[src/verilog/if_pkg.sv]
`default_nettype none

package if_pkg;

    ////////////////////////////////////////////////////////////////////////////
    // Widths and table geometry
    ////////////////////////////////////////////////////////////////////////////

    typedef logic [31:0]  word_t;
    typedef logic [127:0] group_data_t;     // Slot 0 in the low word
    typedef logic [3:0]   slot_mask_t;

    localparam int    GROUP_SLOTS = 4;
    localparam int    GROUP_BYTES = 16;
    localparam word_t RESET_PC    = 32'hBFC0_0000;

    localparam int BTB_ENTRIES = 16;        // Indexed by pc[5:2]
    localparam int PHT_ENTRIES = 64;        // Indexed by pc[7:2]
    localparam int TRACE_DEPTH = 2;         // Requests in flight

    typedef logic [25:0]                      btb_tag_t;    // pc[31:6]
    typedef logic [$clog2(BTB_ENTRIES)-1:0]   btb_idx_t;
    typedef logic [$clog2(PHT_ENTRIES)-1:0]   pht_idx_t;
    typedef logic [1:0]                       pht_cnt_t;
    typedef logic [$clog2(TRACE_DEPTH)-1:0]   trace_ptr_t;

    localparam pht_cnt_t PHT_INIT = 2'b01;  // Weakly not taken

    typedef enum logic [1:0] {
        RUN,
        HOLD_REDIRECT,
        HALT
    } pc_state_t;

    ////////////////////////////////////////////////////////////////////////////
    // Bundles
    ////////////////////////////////////////////////////////////////////////////

    typedef struct packed {
        logic  valid;
        word_t target;
        logic  train;       // Winner was a flush
    } redirect_t;

    typedef struct packed {
        logic  valid;
        word_t pc;
        logic  taken;
        word_t dest;
    } train_t;

    typedef struct packed {
        slot_mask_t take;
        word_t      dest;
        slot_mask_t enable;
        word_t      next_pc;
    } pred_t;

    typedef struct packed {
        word_t       base_pc;
        slot_mask_t  enable;
        slot_mask_t  take;
        word_t       dest;
        group_data_t inst;
        logic        exc;   // Address error
    } fetch_group_t;

endpackage

`default_nettype wire

[src/verilog/branch_select.sv]
`default_nettype none

module branch_select (
    input  wire  if_pkg::word_t                         pc_i,
    input  wire  if_pkg::slot_mask_t                    btb_hit_i,
    input  wire  if_pkg::word_t [if_pkg::GROUP_SLOTS-1:0] btb_target_i,
    input  wire  if_pkg::slot_mask_t                    pht_taken_i,
    output if_pkg::pred_t                               pred_o
);
    import if_pkg::*;

    logic [1:0] offset;
    word_t      seq_pc;
    logic       found;

    assign offset = pc_i[3:2];
    assign seq_pc = {pc_i[31:4], 4'b0000} + word_t'(GROUP_BYTES);

    // First slot from the offset on where BTB and PHT agree ends the group
    always_comb begin
        found          = 1'b0;
        pred_o         = '0;
        pred_o.next_pc = seq_pc;
        for (int s = 0; s < GROUP_SLOTS; s++) begin
            if (s >= offset && !found) begin
                pred_o.enable[s] = 1'b1;
                if (btb_hit_i[s] && pht_taken_i[s]) begin
                    found          = 1'b1;
                    pred_o.take[s] = 1'b1;
                    pred_o.dest    = btb_target_i[s];
                    pred_o.next_pc = btb_target_i[s];
                end
            end
        end
    end

endmodule

`default_nettype wire

[src/verilog/branch_target_buffer.sv]
`default_nettype none

module branch_target_buffer (
    input  wire                                         clk,
    input  wire                                         arst_n_i,
    input  wire  if_pkg::word_t                         pc_i,
    input  wire  if_pkg::train_t                        train_i,
    output if_pkg::slot_mask_t                          hit_o,
    output if_pkg::word_t [if_pkg::GROUP_SLOTS-1:0]     target_o
);
    import if_pkg::*;

    logic [BTB_ENTRIES-1:0] valid_q;
    btb_tag_t               tag_q [BTB_ENTRIES];
    word_t                  dest_q [BTB_ENTRIES];
    btb_idx_t               rd_idx [GROUP_SLOTS];
    btb_idx_t               wr_idx;
    btb_tag_t               wr_tag;
    logic                   wr_match;

    ////////////////////////////////////////////////////////////////////////////
    // Lookup of all four slots of the group
    ////////////////////////////////////////////////////////////////////////////

    always_comb begin
        for (int s = 0; s < GROUP_SLOTS; s++) begin
            rd_idx[s]   = btb_idx_t'({pc_i[5:4], 2'(s)});
            hit_o[s]    = valid_q[rd_idx[s]] && (tag_q[rd_idx[s]] == pc_i[31:6]);
            target_o[s] = dest_q[rd_idx[s]];
        end
    end

    ////////////////////////////////////////////////////////////////////////////
    // Update from a flush
    ////////////////////////////////////////////////////////////////////////////

    assign wr_idx   = train_i.pc[5:2];
    assign wr_tag   = train_i.pc[31:6];
    assign wr_match = valid_q[wr_idx] && (tag_q[wr_idx] == wr_tag);

    always_ff @(posedge clk or negedge arst_n_i) begin
        if (!arst_n_i) begin
            valid_q <= '0;
        end else if (train_i.valid) begin
            if (train_i.taken) begin
                valid_q[wr_idx] <= 1'b1;
            end else if (wr_match) begin
                valid_q[wr_idx] <= 1'b0;    // Not taken, drop stale target
            end
        end
    end

    always_ff @(posedge clk) begin
        if (train_i.valid && train_i.taken) begin
            tag_q[wr_idx]  <= wr_tag;
            dest_q[wr_idx] <= train_i.dest;
        end
    end

endmodule

`default_nettype wire

[src/verilog/fetch_trace.sv]
`default_nettype none

module fetch_trace (
    input  wire                         clk,
    input  wire                         arst_n_i,
    input  wire                         inst_req_i,
    input  wire                         inst_addr_ok_i,
    input  wire                         inst_data_ok_i,
    input  wire  if_pkg::group_data_t   inst_rdata_i,
    input  wire  if_pkg::word_t         pc_i,
    input  wire  if_pkg::pred_t         pred_i,
    input  wire  if_pkg::redirect_t     redirect_i,
    input  wire                         stop_fetch_i,
    output logic                        can_issue_o,
    output logic                        group_valid_o,
    output if_pkg::fetch_group_t        group_o
);
    import if_pkg::*;

    fetch_group_t           ent_q [TRACE_DEPTH];
    logic [TRACE_DEPTH-1:0] busy_q;
    logic [TRACE_DEPTH-1:0] filled_q;
    logic [TRACE_DEPTH-1:0] cancel_q;
    trace_ptr_t             alloc_ptr_q;
    trace_ptr_t             fill_ptr_q;
    trace_ptr_t             head_ptr_q;
    logic                   alloc;
    logic                   head_ready;
    logic                   pop;

    assign alloc      = inst_req_i & inst_addr_ok_i;
    assign head_ready = busy_q[head_ptr_q] & filled_q[head_ptr_q];

    // Killed entries leave without being presented
    assign group_valid_o = head_ready & ~cancel_q[head_ptr_q] & ~redirect_i.valid;
    assign pop           = head_ready & (cancel_q[head_ptr_q] | redirect_i.valid | ~stop_fetch_i);
    assign can_issue_o   = ~(&busy_q) & ~stop_fetch_i;
    assign group_o       = ent_q[head_ptr_q];

    ////////////////////////////////////////////////////////////////////////////
    // Ring control
    ////////////////////////////////////////////////////////////////////////////

    always_ff @(posedge clk or negedge arst_n_i) begin
        if (!arst_n_i) begin
            busy_q      <= '0;
            filled_q    <= '0;
            cancel_q    <= '0;
            alloc_ptr_q <= '0;
            fill_ptr_q  <= '0;
            head_ptr_q  <= '0;
        end else begin
            if (redirect_i.valid) begin
                cancel_q <= cancel_q | busy_q;
            end
            if (pop) begin
                busy_q[head_ptr_q] <= 1'b0;
                head_ptr_q         <= head_ptr_q + 1'b1;
            end
            if (alloc) begin
                busy_q[alloc_ptr_q]   <= 1'b1;
                filled_q[alloc_ptr_q] <= 1'b0;
                cancel_q[alloc_ptr_q] <= redirect_i.valid;  // Born dead during a redirect
                alloc_ptr_q           <= alloc_ptr_q + 1'b1;
            end
            // Returns come back in request order
            if (inst_data_ok_i) begin
                filled_q[fill_ptr_q] <= 1'b1;
                fill_ptr_q           <= fill_ptr_q + 1'b1;
            end
        end
    end

    ////////////////////////////////////////////////////////////////////////////
    // Entry payload
    ////////////////////////////////////////////////////////////////////////////

    always_ff @(posedge clk) begin
        if (alloc) begin
            ent_q[alloc_ptr_q].base_pc <= {pc_i[31:4], 4'b0000};
            ent_q[alloc_ptr_q].enable  <= pred_i.enable;
            ent_q[alloc_ptr_q].take    <= pred_i.take;
            ent_q[alloc_ptr_q].dest    <= pred_i.dest;
            ent_q[alloc_ptr_q].exc     <= pc_i[1:0] != 2'b00;   // Address error
        end
        if (inst_data_ok_i) begin
            ent_q[fill_ptr_q].inst <= inst_rdata_i;
        end
    end

endmodule

`default_nettype wire

[src/verilog/if_stage_top.sv]
`default_nettype none

module if_stage_top (
    input  wire                         clk,
    input  wire                         arst_n_i,
    // Cache port
    output logic                        inst_req_o,
    output if_pkg::word_t               inst_addr_o,
    input  wire                         inst_addr_ok_i,
    input  wire                         inst_data_ok_i,
    input  wire  if_pkg::group_data_t   inst_rdata_i,
    // Instruction queue
    input  wire                         stop_fetch_i,
    output logic                        group_valid_o,
    output if_pkg::fetch_group_t        group_o,
    // Branch misprediction
    input  wire                         flush_i,
    input  wire  if_pkg::word_t         flush_pc_i,
    input  wire                         flush_take_i,
    input  wire  if_pkg::word_t         flush_dest_i,
    // Exception
    input  wire                         exc_redirect_i,
    input  wire  if_pkg::word_t         exc_pc_i
);
    import if_pkg::*;

    word_t                       pc;
    redirect_t                   redirect;
    train_t                      train;
    pred_t                       pred;
    slot_mask_t                  btb_hit;
    word_t [GROUP_SLOTS-1:0]     btb_target;
    slot_mask_t                  pht_taken;
    logic                        can_issue;

    pc_ctrl u_pc_ctrl (
        .clk            ( clk            ),
        .arst_n_i       ( arst_n_i       ),
        .inst_addr_ok_i ( inst_addr_ok_i ),
        .flush_i        ( flush_i        ),
        .flush_pc_i     ( flush_pc_i     ),
        .flush_take_i   ( flush_take_i   ),
        .flush_dest_i   ( flush_dest_i   ),
        .exc_redirect_i ( exc_redirect_i ),
        .exc_pc_i       ( exc_pc_i       ),
        .pred_i         ( pred           ),
        .can_issue_i    ( can_issue      ),
        .inst_req_o     ( inst_req_o     ),
        .inst_addr_o    ( inst_addr_o    ),
        .pc_o           ( pc             ),
        .redirect_o     ( redirect       ),
        .train_o        ( train          )
    );

    branch_target_buffer u_branch_target_buffer (
        .clk      ( clk        ),
        .arst_n_i ( arst_n_i   ),
        .pc_i     ( pc         ),
        .train_i  ( train      ),
        .hit_o    ( btb_hit    ),
        .target_o ( btb_target )
    );

    pattern_history_table u_pattern_history_table (
        .clk      ( clk       ),
        .arst_n_i ( arst_n_i  ),
        .pc_i     ( pc        ),
        .train_i  ( train     ),
        .taken_o  ( pht_taken )
    );

    branch_select u_branch_select (
        .pc_i         ( pc         ),
        .btb_hit_i    ( btb_hit    ),
        .btb_target_i ( btb_target ),
        .pht_taken_i  ( pht_taken  ),
        .pred_o       ( pred       )
    );

    fetch_trace u_fetch_trace (
        .clk            ( clk            ),
        .arst_n_i       ( arst_n_i       ),
        .inst_req_i     ( inst_req_o     ),
        .inst_addr_ok_i ( inst_addr_ok_i ),
        .inst_data_ok_i ( inst_data_ok_i ),
        .inst_rdata_i   ( inst_rdata_i   ),
        .pc_i           ( pc             ),
        .pred_i         ( pred           ),
        .redirect_i     ( redirect       ),
        .stop_fetch_i   ( stop_fetch_i   ),
        .can_issue_o    ( can_issue      ),
        .group_valid_o  ( group_valid_o  ),
        .group_o        ( group_o        )
    );

endmodule

`default_nettype wire

[src/verilog/pattern_history_table.sv]
`default_nettype none

module pattern_history_table (
    input  wire                     clk,
    input  wire                     arst_n_i,
    input  wire  if_pkg::word_t     pc_i,
    input  wire  if_pkg::train_t    train_i,
    output if_pkg::slot_mask_t      taken_o
);
    import if_pkg::*;

    pht_cnt_t cnt_q [PHT_ENTRIES];
    pht_idx_t wr_idx;

    always_comb begin
        for (int s = 0; s < GROUP_SLOTS; s++) begin
            taken_o[s] = cnt_q[pht_idx_t'({pc_i[7:4], 2'(s)})][1];   // MSB set means taken
        end
    end

    assign wr_idx = train_i.pc[7:2];

    // Two-bit saturating update
    always_ff @(posedge clk or negedge arst_n_i) begin
        if (!arst_n_i) begin
            for (int i = 0; i < PHT_ENTRIES; i++) begin
                cnt_q[i] <= PHT_INIT;
            end
        end else if (train_i.valid) begin
            if (train_i.taken && cnt_q[wr_idx] != 2'b11) begin
                cnt_q[wr_idx] <= cnt_q[wr_idx] + 2'b01;
            end else if (!train_i.taken && cnt_q[wr_idx] != 2'b00) begin
                cnt_q[wr_idx] <= cnt_q[wr_idx] - 2'b01;
            end
        end
    end

endmodule

`default_nettype wire

[src/verilog/pc_ctrl.sv]
`default_nettype none

module pc_ctrl (
    input  wire                     clk,
    input  wire                     arst_n_i,
    input  wire                     inst_addr_ok_i,
    input  wire                     flush_i,
    input  wire  if_pkg::word_t     flush_pc_i,
    input  wire                     flush_take_i,
    input  wire  if_pkg::word_t     flush_dest_i,
    input  wire                     exc_redirect_i,
    input  wire  if_pkg::word_t     exc_pc_i,
    input  wire  if_pkg::pred_t     pred_i,
    input  wire                     can_issue_i,
    output logic                    inst_req_o,
    output if_pkg::word_t           inst_addr_o,
    output if_pkg::word_t           pc_o,
    output if_pkg::redirect_t       redirect_o,
    output if_pkg::train_t          train_o
);
    import if_pkg::*;

    pc_state_t state_q;
    word_t     pc_q;
    word_t     hold_target_q;
    word_t     redir_target;
    logic      req_hold_q;
    logic      redir_pulse;
    logic      flush_wins;
    logic      new_req;
    logic      accept;
    logic      pending;
    logic      misaligned;

    assign redir_pulse  = exc_redirect_i | flush_i;
    assign flush_wins   = flush_i & ~exc_redirect_i;       // Exception has priority
    assign redir_target = exc_redirect_i ? exc_pc_i : flush_dest_i;
    assign misaligned   = pc_q[1:0] != 2'b00;

    ////////////////////////////////////////////////////////////////////////////
    // Cache request
    ////////////////////////////////////////////////////////////////////////////

    // Held request keeps address stable until accepted
    assign new_req     = (state_q == RUN) & can_issue_i & ~redir_pulse;
    assign inst_req_o  = req_hold_q | new_req;
    assign accept      = inst_req_o & inst_addr_ok_i;
    assign pending     = req_hold_q & ~inst_addr_ok_i;
    assign inst_addr_o = {pc_q[31:4], 4'b0000};
    assign pc_o        = pc_q;

    always_comb begin
        redirect_o.valid  = redir_pulse | (state_q == HOLD_REDIRECT);
        redirect_o.target = redir_pulse ? redir_target : hold_target_q;
        redirect_o.train  = flush_wins;
    end

    always_comb begin
        train_o.valid = redirect_o.train;
        train_o.pc    = flush_pc_i;
        train_o.taken = flush_take_i;
        train_o.dest  = flush_dest_i;
    end

    always_ff @(posedge clk) begin
        if (redir_pulse) begin
            hold_target_q <= redir_target;
        end
    end

    ////////////////////////////////////////////////////////////////////////////
    // FSM
    ////////////////////////////////////////////////////////////////////////////

    always_ff @(posedge clk or negedge arst_n_i) begin
        if (!arst_n_i) begin
            state_q    <= RUN;
            pc_q       <= RESET_PC;
            req_hold_q <= 1'b0;
        end else begin
            req_hold_q <= inst_req_o & ~inst_addr_ok_i;
            case (state_q)
                RUN: begin
                    if (redir_pulse) begin
                        if (pending) begin
                            state_q <= HOLD_REDIRECT;   // Let the old request drain
                        end else begin
                            pc_q <= redirect_o.target;
                        end
                    end else if (accept) begin
                        if (misaligned) begin
                            state_q <= HALT;
                        end else begin
                            pc_q <= pred_i.next_pc;
                        end
                    end
                end
                HOLD_REDIRECT: begin
                    if (accept) begin
                        state_q <= RUN;
                        pc_q    <= redirect_o.target;
                    end
                end
                HALT: begin
                    if (redir_pulse) begin
                        state_q <= RUN;
                        pc_q    <= redirect_o.target;
                    end
                end
                default: begin
                    state_q <= RUN;
                end
            endcase
        end
    end

endmodule

`default_nettype wire
[config.mk]
export PLATFORM = sky130hd
export DESIGN_NAME = if_stage_top
export DESIGN_NICKNAME = d
export VERILOG_FILES = /design/src/verilog/if_pkg.sv /design/src/verilog/branch_select.sv /design/src/verilog/branch_target_buffer.sv /design/src/verilog/fetch_trace.sv /design/src/verilog/if_stage_top.sv /design/src/verilog/pattern_history_table.sv /design/src/verilog/pc_ctrl.sv
export SDC_FILE = /design/constraint.sdc
export NUM_CORES = 2
export LEC_CHECK = 0
export ABC_AREA = 1
export BUFFER_PORTS_ARGS = -buffer_cell sky130_fd_sc_hd__buf_2
export CORE_UTILIZATION = 40
export CTS_CLUSTER_SIZE = 14
export DETAILED_ROUTE_END_ITERATION = 10
export PLACE_DENSITY = 0.68
export SETUP_SLACK_MARGIN = 0.15
export SYNTH_ARGS = -nofsm -noshare
export SYNTH_HDL_FRONTEND = slang
export SYNTH_SLANG_ARGS = --single-unit
[constraint.sdc]
create_clock -name clk -period 16.95 [get_ports clk]
set_clock_uncertainty 0.1 [all_clocks]
set_input_delay 0.8475 -clock clk [delete_from_list [all_inputs] [get_ports clk]]
set_output_delay 0.8475 -clock clk [all_outputs]
set_load 0.005 [all_outputs]
==> metrics.md <==
| Metric | Value |
|---|---|
| Status | `complete, no violations` |
| Worst endpoint required time | `17.64 ns` |
| Initial DRC count | `7399` |
| Post-CTS sizing | `0` |
| Fin util | `45.8%` |
| Die X | `416 µm` |
| RSZ-0062 raised after global routing | `no` |
| Total GRT Usage | `26.5%` |
| Post-route DRC violation count | `0` |
| Worst R2R Start | `u_pc_ctrl.pc_o[4]` |
| Starting Density | `40.3%` |
| First-pass GRT wire length | `337000 µm` |
| Switching part of the total power | `38.6%` |
| Max clock buf depth | `3` |
| Async set-or-reset flop fraction in the synthesized netlist | `12.2%` |
| Share of layout cells above drive strength 1 | `13.3%` |
| Clock power share | `28.6%` |
| Actual slew at the worst max-slew pin | `1.21 ns` |
| Top-area cell type share of the netlist area | `58.0%` |
| Worst-path fanout max | `183` |
| R2r endpoint | `u_pc_ctrl.pc_o[31]` |
| Hold Crit Class | `in -> reg` |
| # rows | `151` |
| Top cells by area, synth | `edfxtp_1, nand2_1, dfrtp_1` |
| Final setup viols | `0` |
| Gpl congestion | `0.991` |
| Congestion Overflow GR | `0` |
| Worst slew margin | `19.0%` |
| # placed instances | `9001` |
| Post-synthesis compound-gate area fraction | `9.25%` |
| Synth top cells by count | `nand2_1, edfxtp_1, nor2_1` |
| Vias in the first global route | `50200` |
| Synth warn | `0` |
| CTS Sinks | `1542` |
| Final Hold Fails | `0` |
| Clock slew at reported path FFs | `0.06 ns` |
| Logic pwr share | `32.6%` |
| Final TNS setup | `0 ns` |
| Startpoint Class | `flip-flop` |
| Worst setup path start | `u_pc_ctrl.pc_o[4]` |
| Max-Cap Viols | `0` |
| Setup CP Type | `reg -> reg` |
| Pleak | `0.0302 µW` |
| H-tree levels | `4` |
| Mux cell area share after synthesis | `0.0146%` |
| Post-Syn Instances | `6646` |
| Synth Area per Inst | `10.3 µm²` |
| TritonCTS buffer count | `159` |
| Final Instance Count excl. Fillers | `9306` |
| Critical Path Sink | `u_pc_ctrl.pc_o[31]` |
| Initial antenna violation count | `37` |
| Synth area leader | `edfxtp_1` |
| Cell Area, Synth | `0.0684 mm²` |
| Synth Area in XOR/XNOR | `0.666%` |
| F_max | `129 MHz` |
| Post-Synth Adder-Cell Area | `0.128%` |
| First-pass DRT Iterations | `8` |
| Largest net degree at the start of global routing | `200` |
| Synth Area in Simple Gates | `19.6%` |
| Worst setup EP type | `flip-flop` |
| Netlist cell types | `54` |
| R2R Setup Slk | `9.20 ns` |
| CTS root buf | `clkbuf_16` |
| Final Critical Period | `7.75 ns` |
| Die Ht | `416 µm` |
| DIE AREA | `0.173 mm²` |
| Fin crit share | `45.7%` |
| WL final | `234000 µm` |
| Layout area overhead | `13.7%` |
| Worst Reg-to-Reg Cells | `26` |
| EDFF count, synth | `1322` |
| Total number of vias | `53500` |
| Primary FF master, synth | `edfxtp_1` |
| Critical path arrival | `8.44 ns` |
| Drt wl/cell | `25.2 µm` |
| Register bit total from synthesis | `1542` |
| Sequential fraction of the synthesis area | `66.0%` |
| P per Cell Area | `157 mW/mm²` |
| HPWL after detailed placement | `144000 µm` |
| Sequential Power Share | `38.8%` |
| Clock latency on the worst-skew pair | `0.84 ns` |
| Layout net count | `7184` |
| CTS tree | `yes` |
| Switching Power | `4710 µW` |
| Port bufs | `456` |
| Vias per cell | `5.75` |
| Core footprint | `0.170 mm²` |
| Antenna Nets Post-Route | `0` |
| Ports | `467` |
| Slew Viols, Final | `0` |
| P_int | `7490 µW` |
| Main combinational cell family by area after synthesis | `simple AND/OR/NAND/NOR gates` |
| Cell with the most instances after synthesis | `nand2_1` |
| VDD IR max | `143 µV` |
==> power groups by stage <==
stage                     Clock, µW  Combinational, µW  Sequential (µW)
after floorplan                   0               2490             4610
after global placement            0               3840             4790
after detailed placement          0               3890             4800
after CTS                      3530               3910             4730
after global routing           3660               4300             4750
final                          3490               3980             4730
==> cell families after synthesis <==
logic type | after synthesis
simple gates | 3309
other cells | 1
buf+inv | 683
mux | 1
xor+xnor | 52
fa+ha+maj | 7
flops | 1542
compound gates | 1051
==> sequential cells by signal, indices dropped and copies added (netlist names), named ones only <==
signal,cells
u_fetch_trace.head_ptr_q,1
u_branch_target_buffer.tag_q,416
u_fetch_trace.cancel_q,2
u_pc_ctrl.pc_o,32
u_fetch_trace.ent_q,394
u_pc_ctrl.state_q,2
u_fetch_trace.alloc_ptr_q,1
u_pc_ctrl.req_hold_q,1
u_pattern_history_table.cnt_q,64
u_fetch_trace.busy_q,2
u_branch_target_buffer.dest_q,512
u_fetch_trace.fill_ptr_q,1
u_pc_ctrl.hold_target_q,32
u_fetch_trace.filled_q,2
==> worst max-delay path: stages (launching register included) <==
cell	delay (ns)
dfrtp_4	0.74
inv_8	0.66
buf_12	0.60
buf_4	0.79
nand2_1	0.11
nand3_1	0.16
nand2_1	0.07
nand2_1	0.06
nand2_1	0.12
nor2_1	0.22
nand2_1	0.08
nor2_1	0.11
nand2_1	0.05
nor2_1	0.12
buf_4	0.28
nor2_1	0.06
buf_4	0.24
nand2_2	0.66
nand2_2	0.19
nor2_2	0.12
buf_4	0.49
nand2_2	0.32
nand3_4	0.49
nand2_1	0.13
nand2_1	0.08
nand2_1	0.14
nand2_1	0.10
==> per-stage QoR <==
stage / hold slack [ns] / setup slack [ns] / total power, µW / area [µm²]
2_1_floorplan: 0.341 / 9.96 / 7100 / 68400
3_3_place_gp: 0.358 / 9.49 / 8640 / 72500
3_5_place_dp: 0.359 / 9.42 / 8700 / 72500
4_1_cts: 0.0319 / 9.38 / 12200 / 77700
5_1_grt: 0.0676 / 8.94 / 12700 / 77700
6_report: 0.0920 / 9.20 / 12200 / 77800
==> cell type report <==
cell class | instances | area [µm²]
Fill cell | 15500 | 91900
Clock buffer | 215 | 4350
Timing Repair Buffer | 551 | 3080
Multi-Input combinational cell | 4428 | 20500
Sequential cell | 1542 | 45100
Inverter | 263 | 1020
Tap cell | 2218 | 2780
Clock inverter | 75 | 851
Antenna cell | 14 | 35.0
==> worst min path at each step <==
stage | cells after the start | endpoint | slack, ns | startpoint
finish | 1 | u_fetch_trace.ent_q[0][124] | 0.09 | inst_rdata_i[123]
global route | 1 | u_fetch_trace.ent_q[1][39] | 0.07 | inst_rdata_i[38]
CTS | 1 | u_fetch_trace.ent_q[0][124] | 0.03 | inst_rdata_i[123]
detailed placement | 2 | u_pc_ctrl.pc_o[1] | 0.36 | u_pc_ctrl.pc_o[1]
global placement | 2 | flip-flop | 0.36 | flip-flop
floorplan | 2 | u_pc_ctrl.pc_o[0] | 0.34 | u_pc_ctrl.pc_o[0]
==> repair_timing <==
action,4_1_cts,5_1_grt
endpoints found under the setup margin,0,0
setup buffers,0,0
hold buffers,1,0
hold endpoints to repair,44,0
==> layer usage <==
metal / up-vias / routed length [µm] / track usage (%)
met3: 693 / 25800 / 5.38
met5: - / 120 / 0
met2: 3525 / 106000 / 41.2
li1: 23700 / - / -
met4: 20 / 14700 / 15.8
met1: 25600 / 87500 / 34.2
==> placed cells by master, fill, tap and decap left out, types with 8 or more instances in the layout <==
cell and instances:
dfrtp_1 112, buf_4 88, clkbuf_16 160, nor2_4 19, a21oi_1 153, nand4_1 64, a32oi_1 10, nor3_1 18
edfxtp_1 1322, and3_1 31, nor2_1 432, conb_1 8, o2111ai_1 36, dfxtp_1 32, inv_1 243, o21ai_1 8
nand2_1 2239, clkbuf_8 15, dfstp_2 73, clkbuf_1 41, buf_2 455, bufinv_16 9, o21ai_0 426, o22ai_1 150
diode_2 14, clkinv_2 37, a32o_1 10, or2_2 31, xor2_1 46, nand3_1 448, clkinv_1 17, a22oi_1 231
No activity file was read; power rests on OpenSTA's default activity.
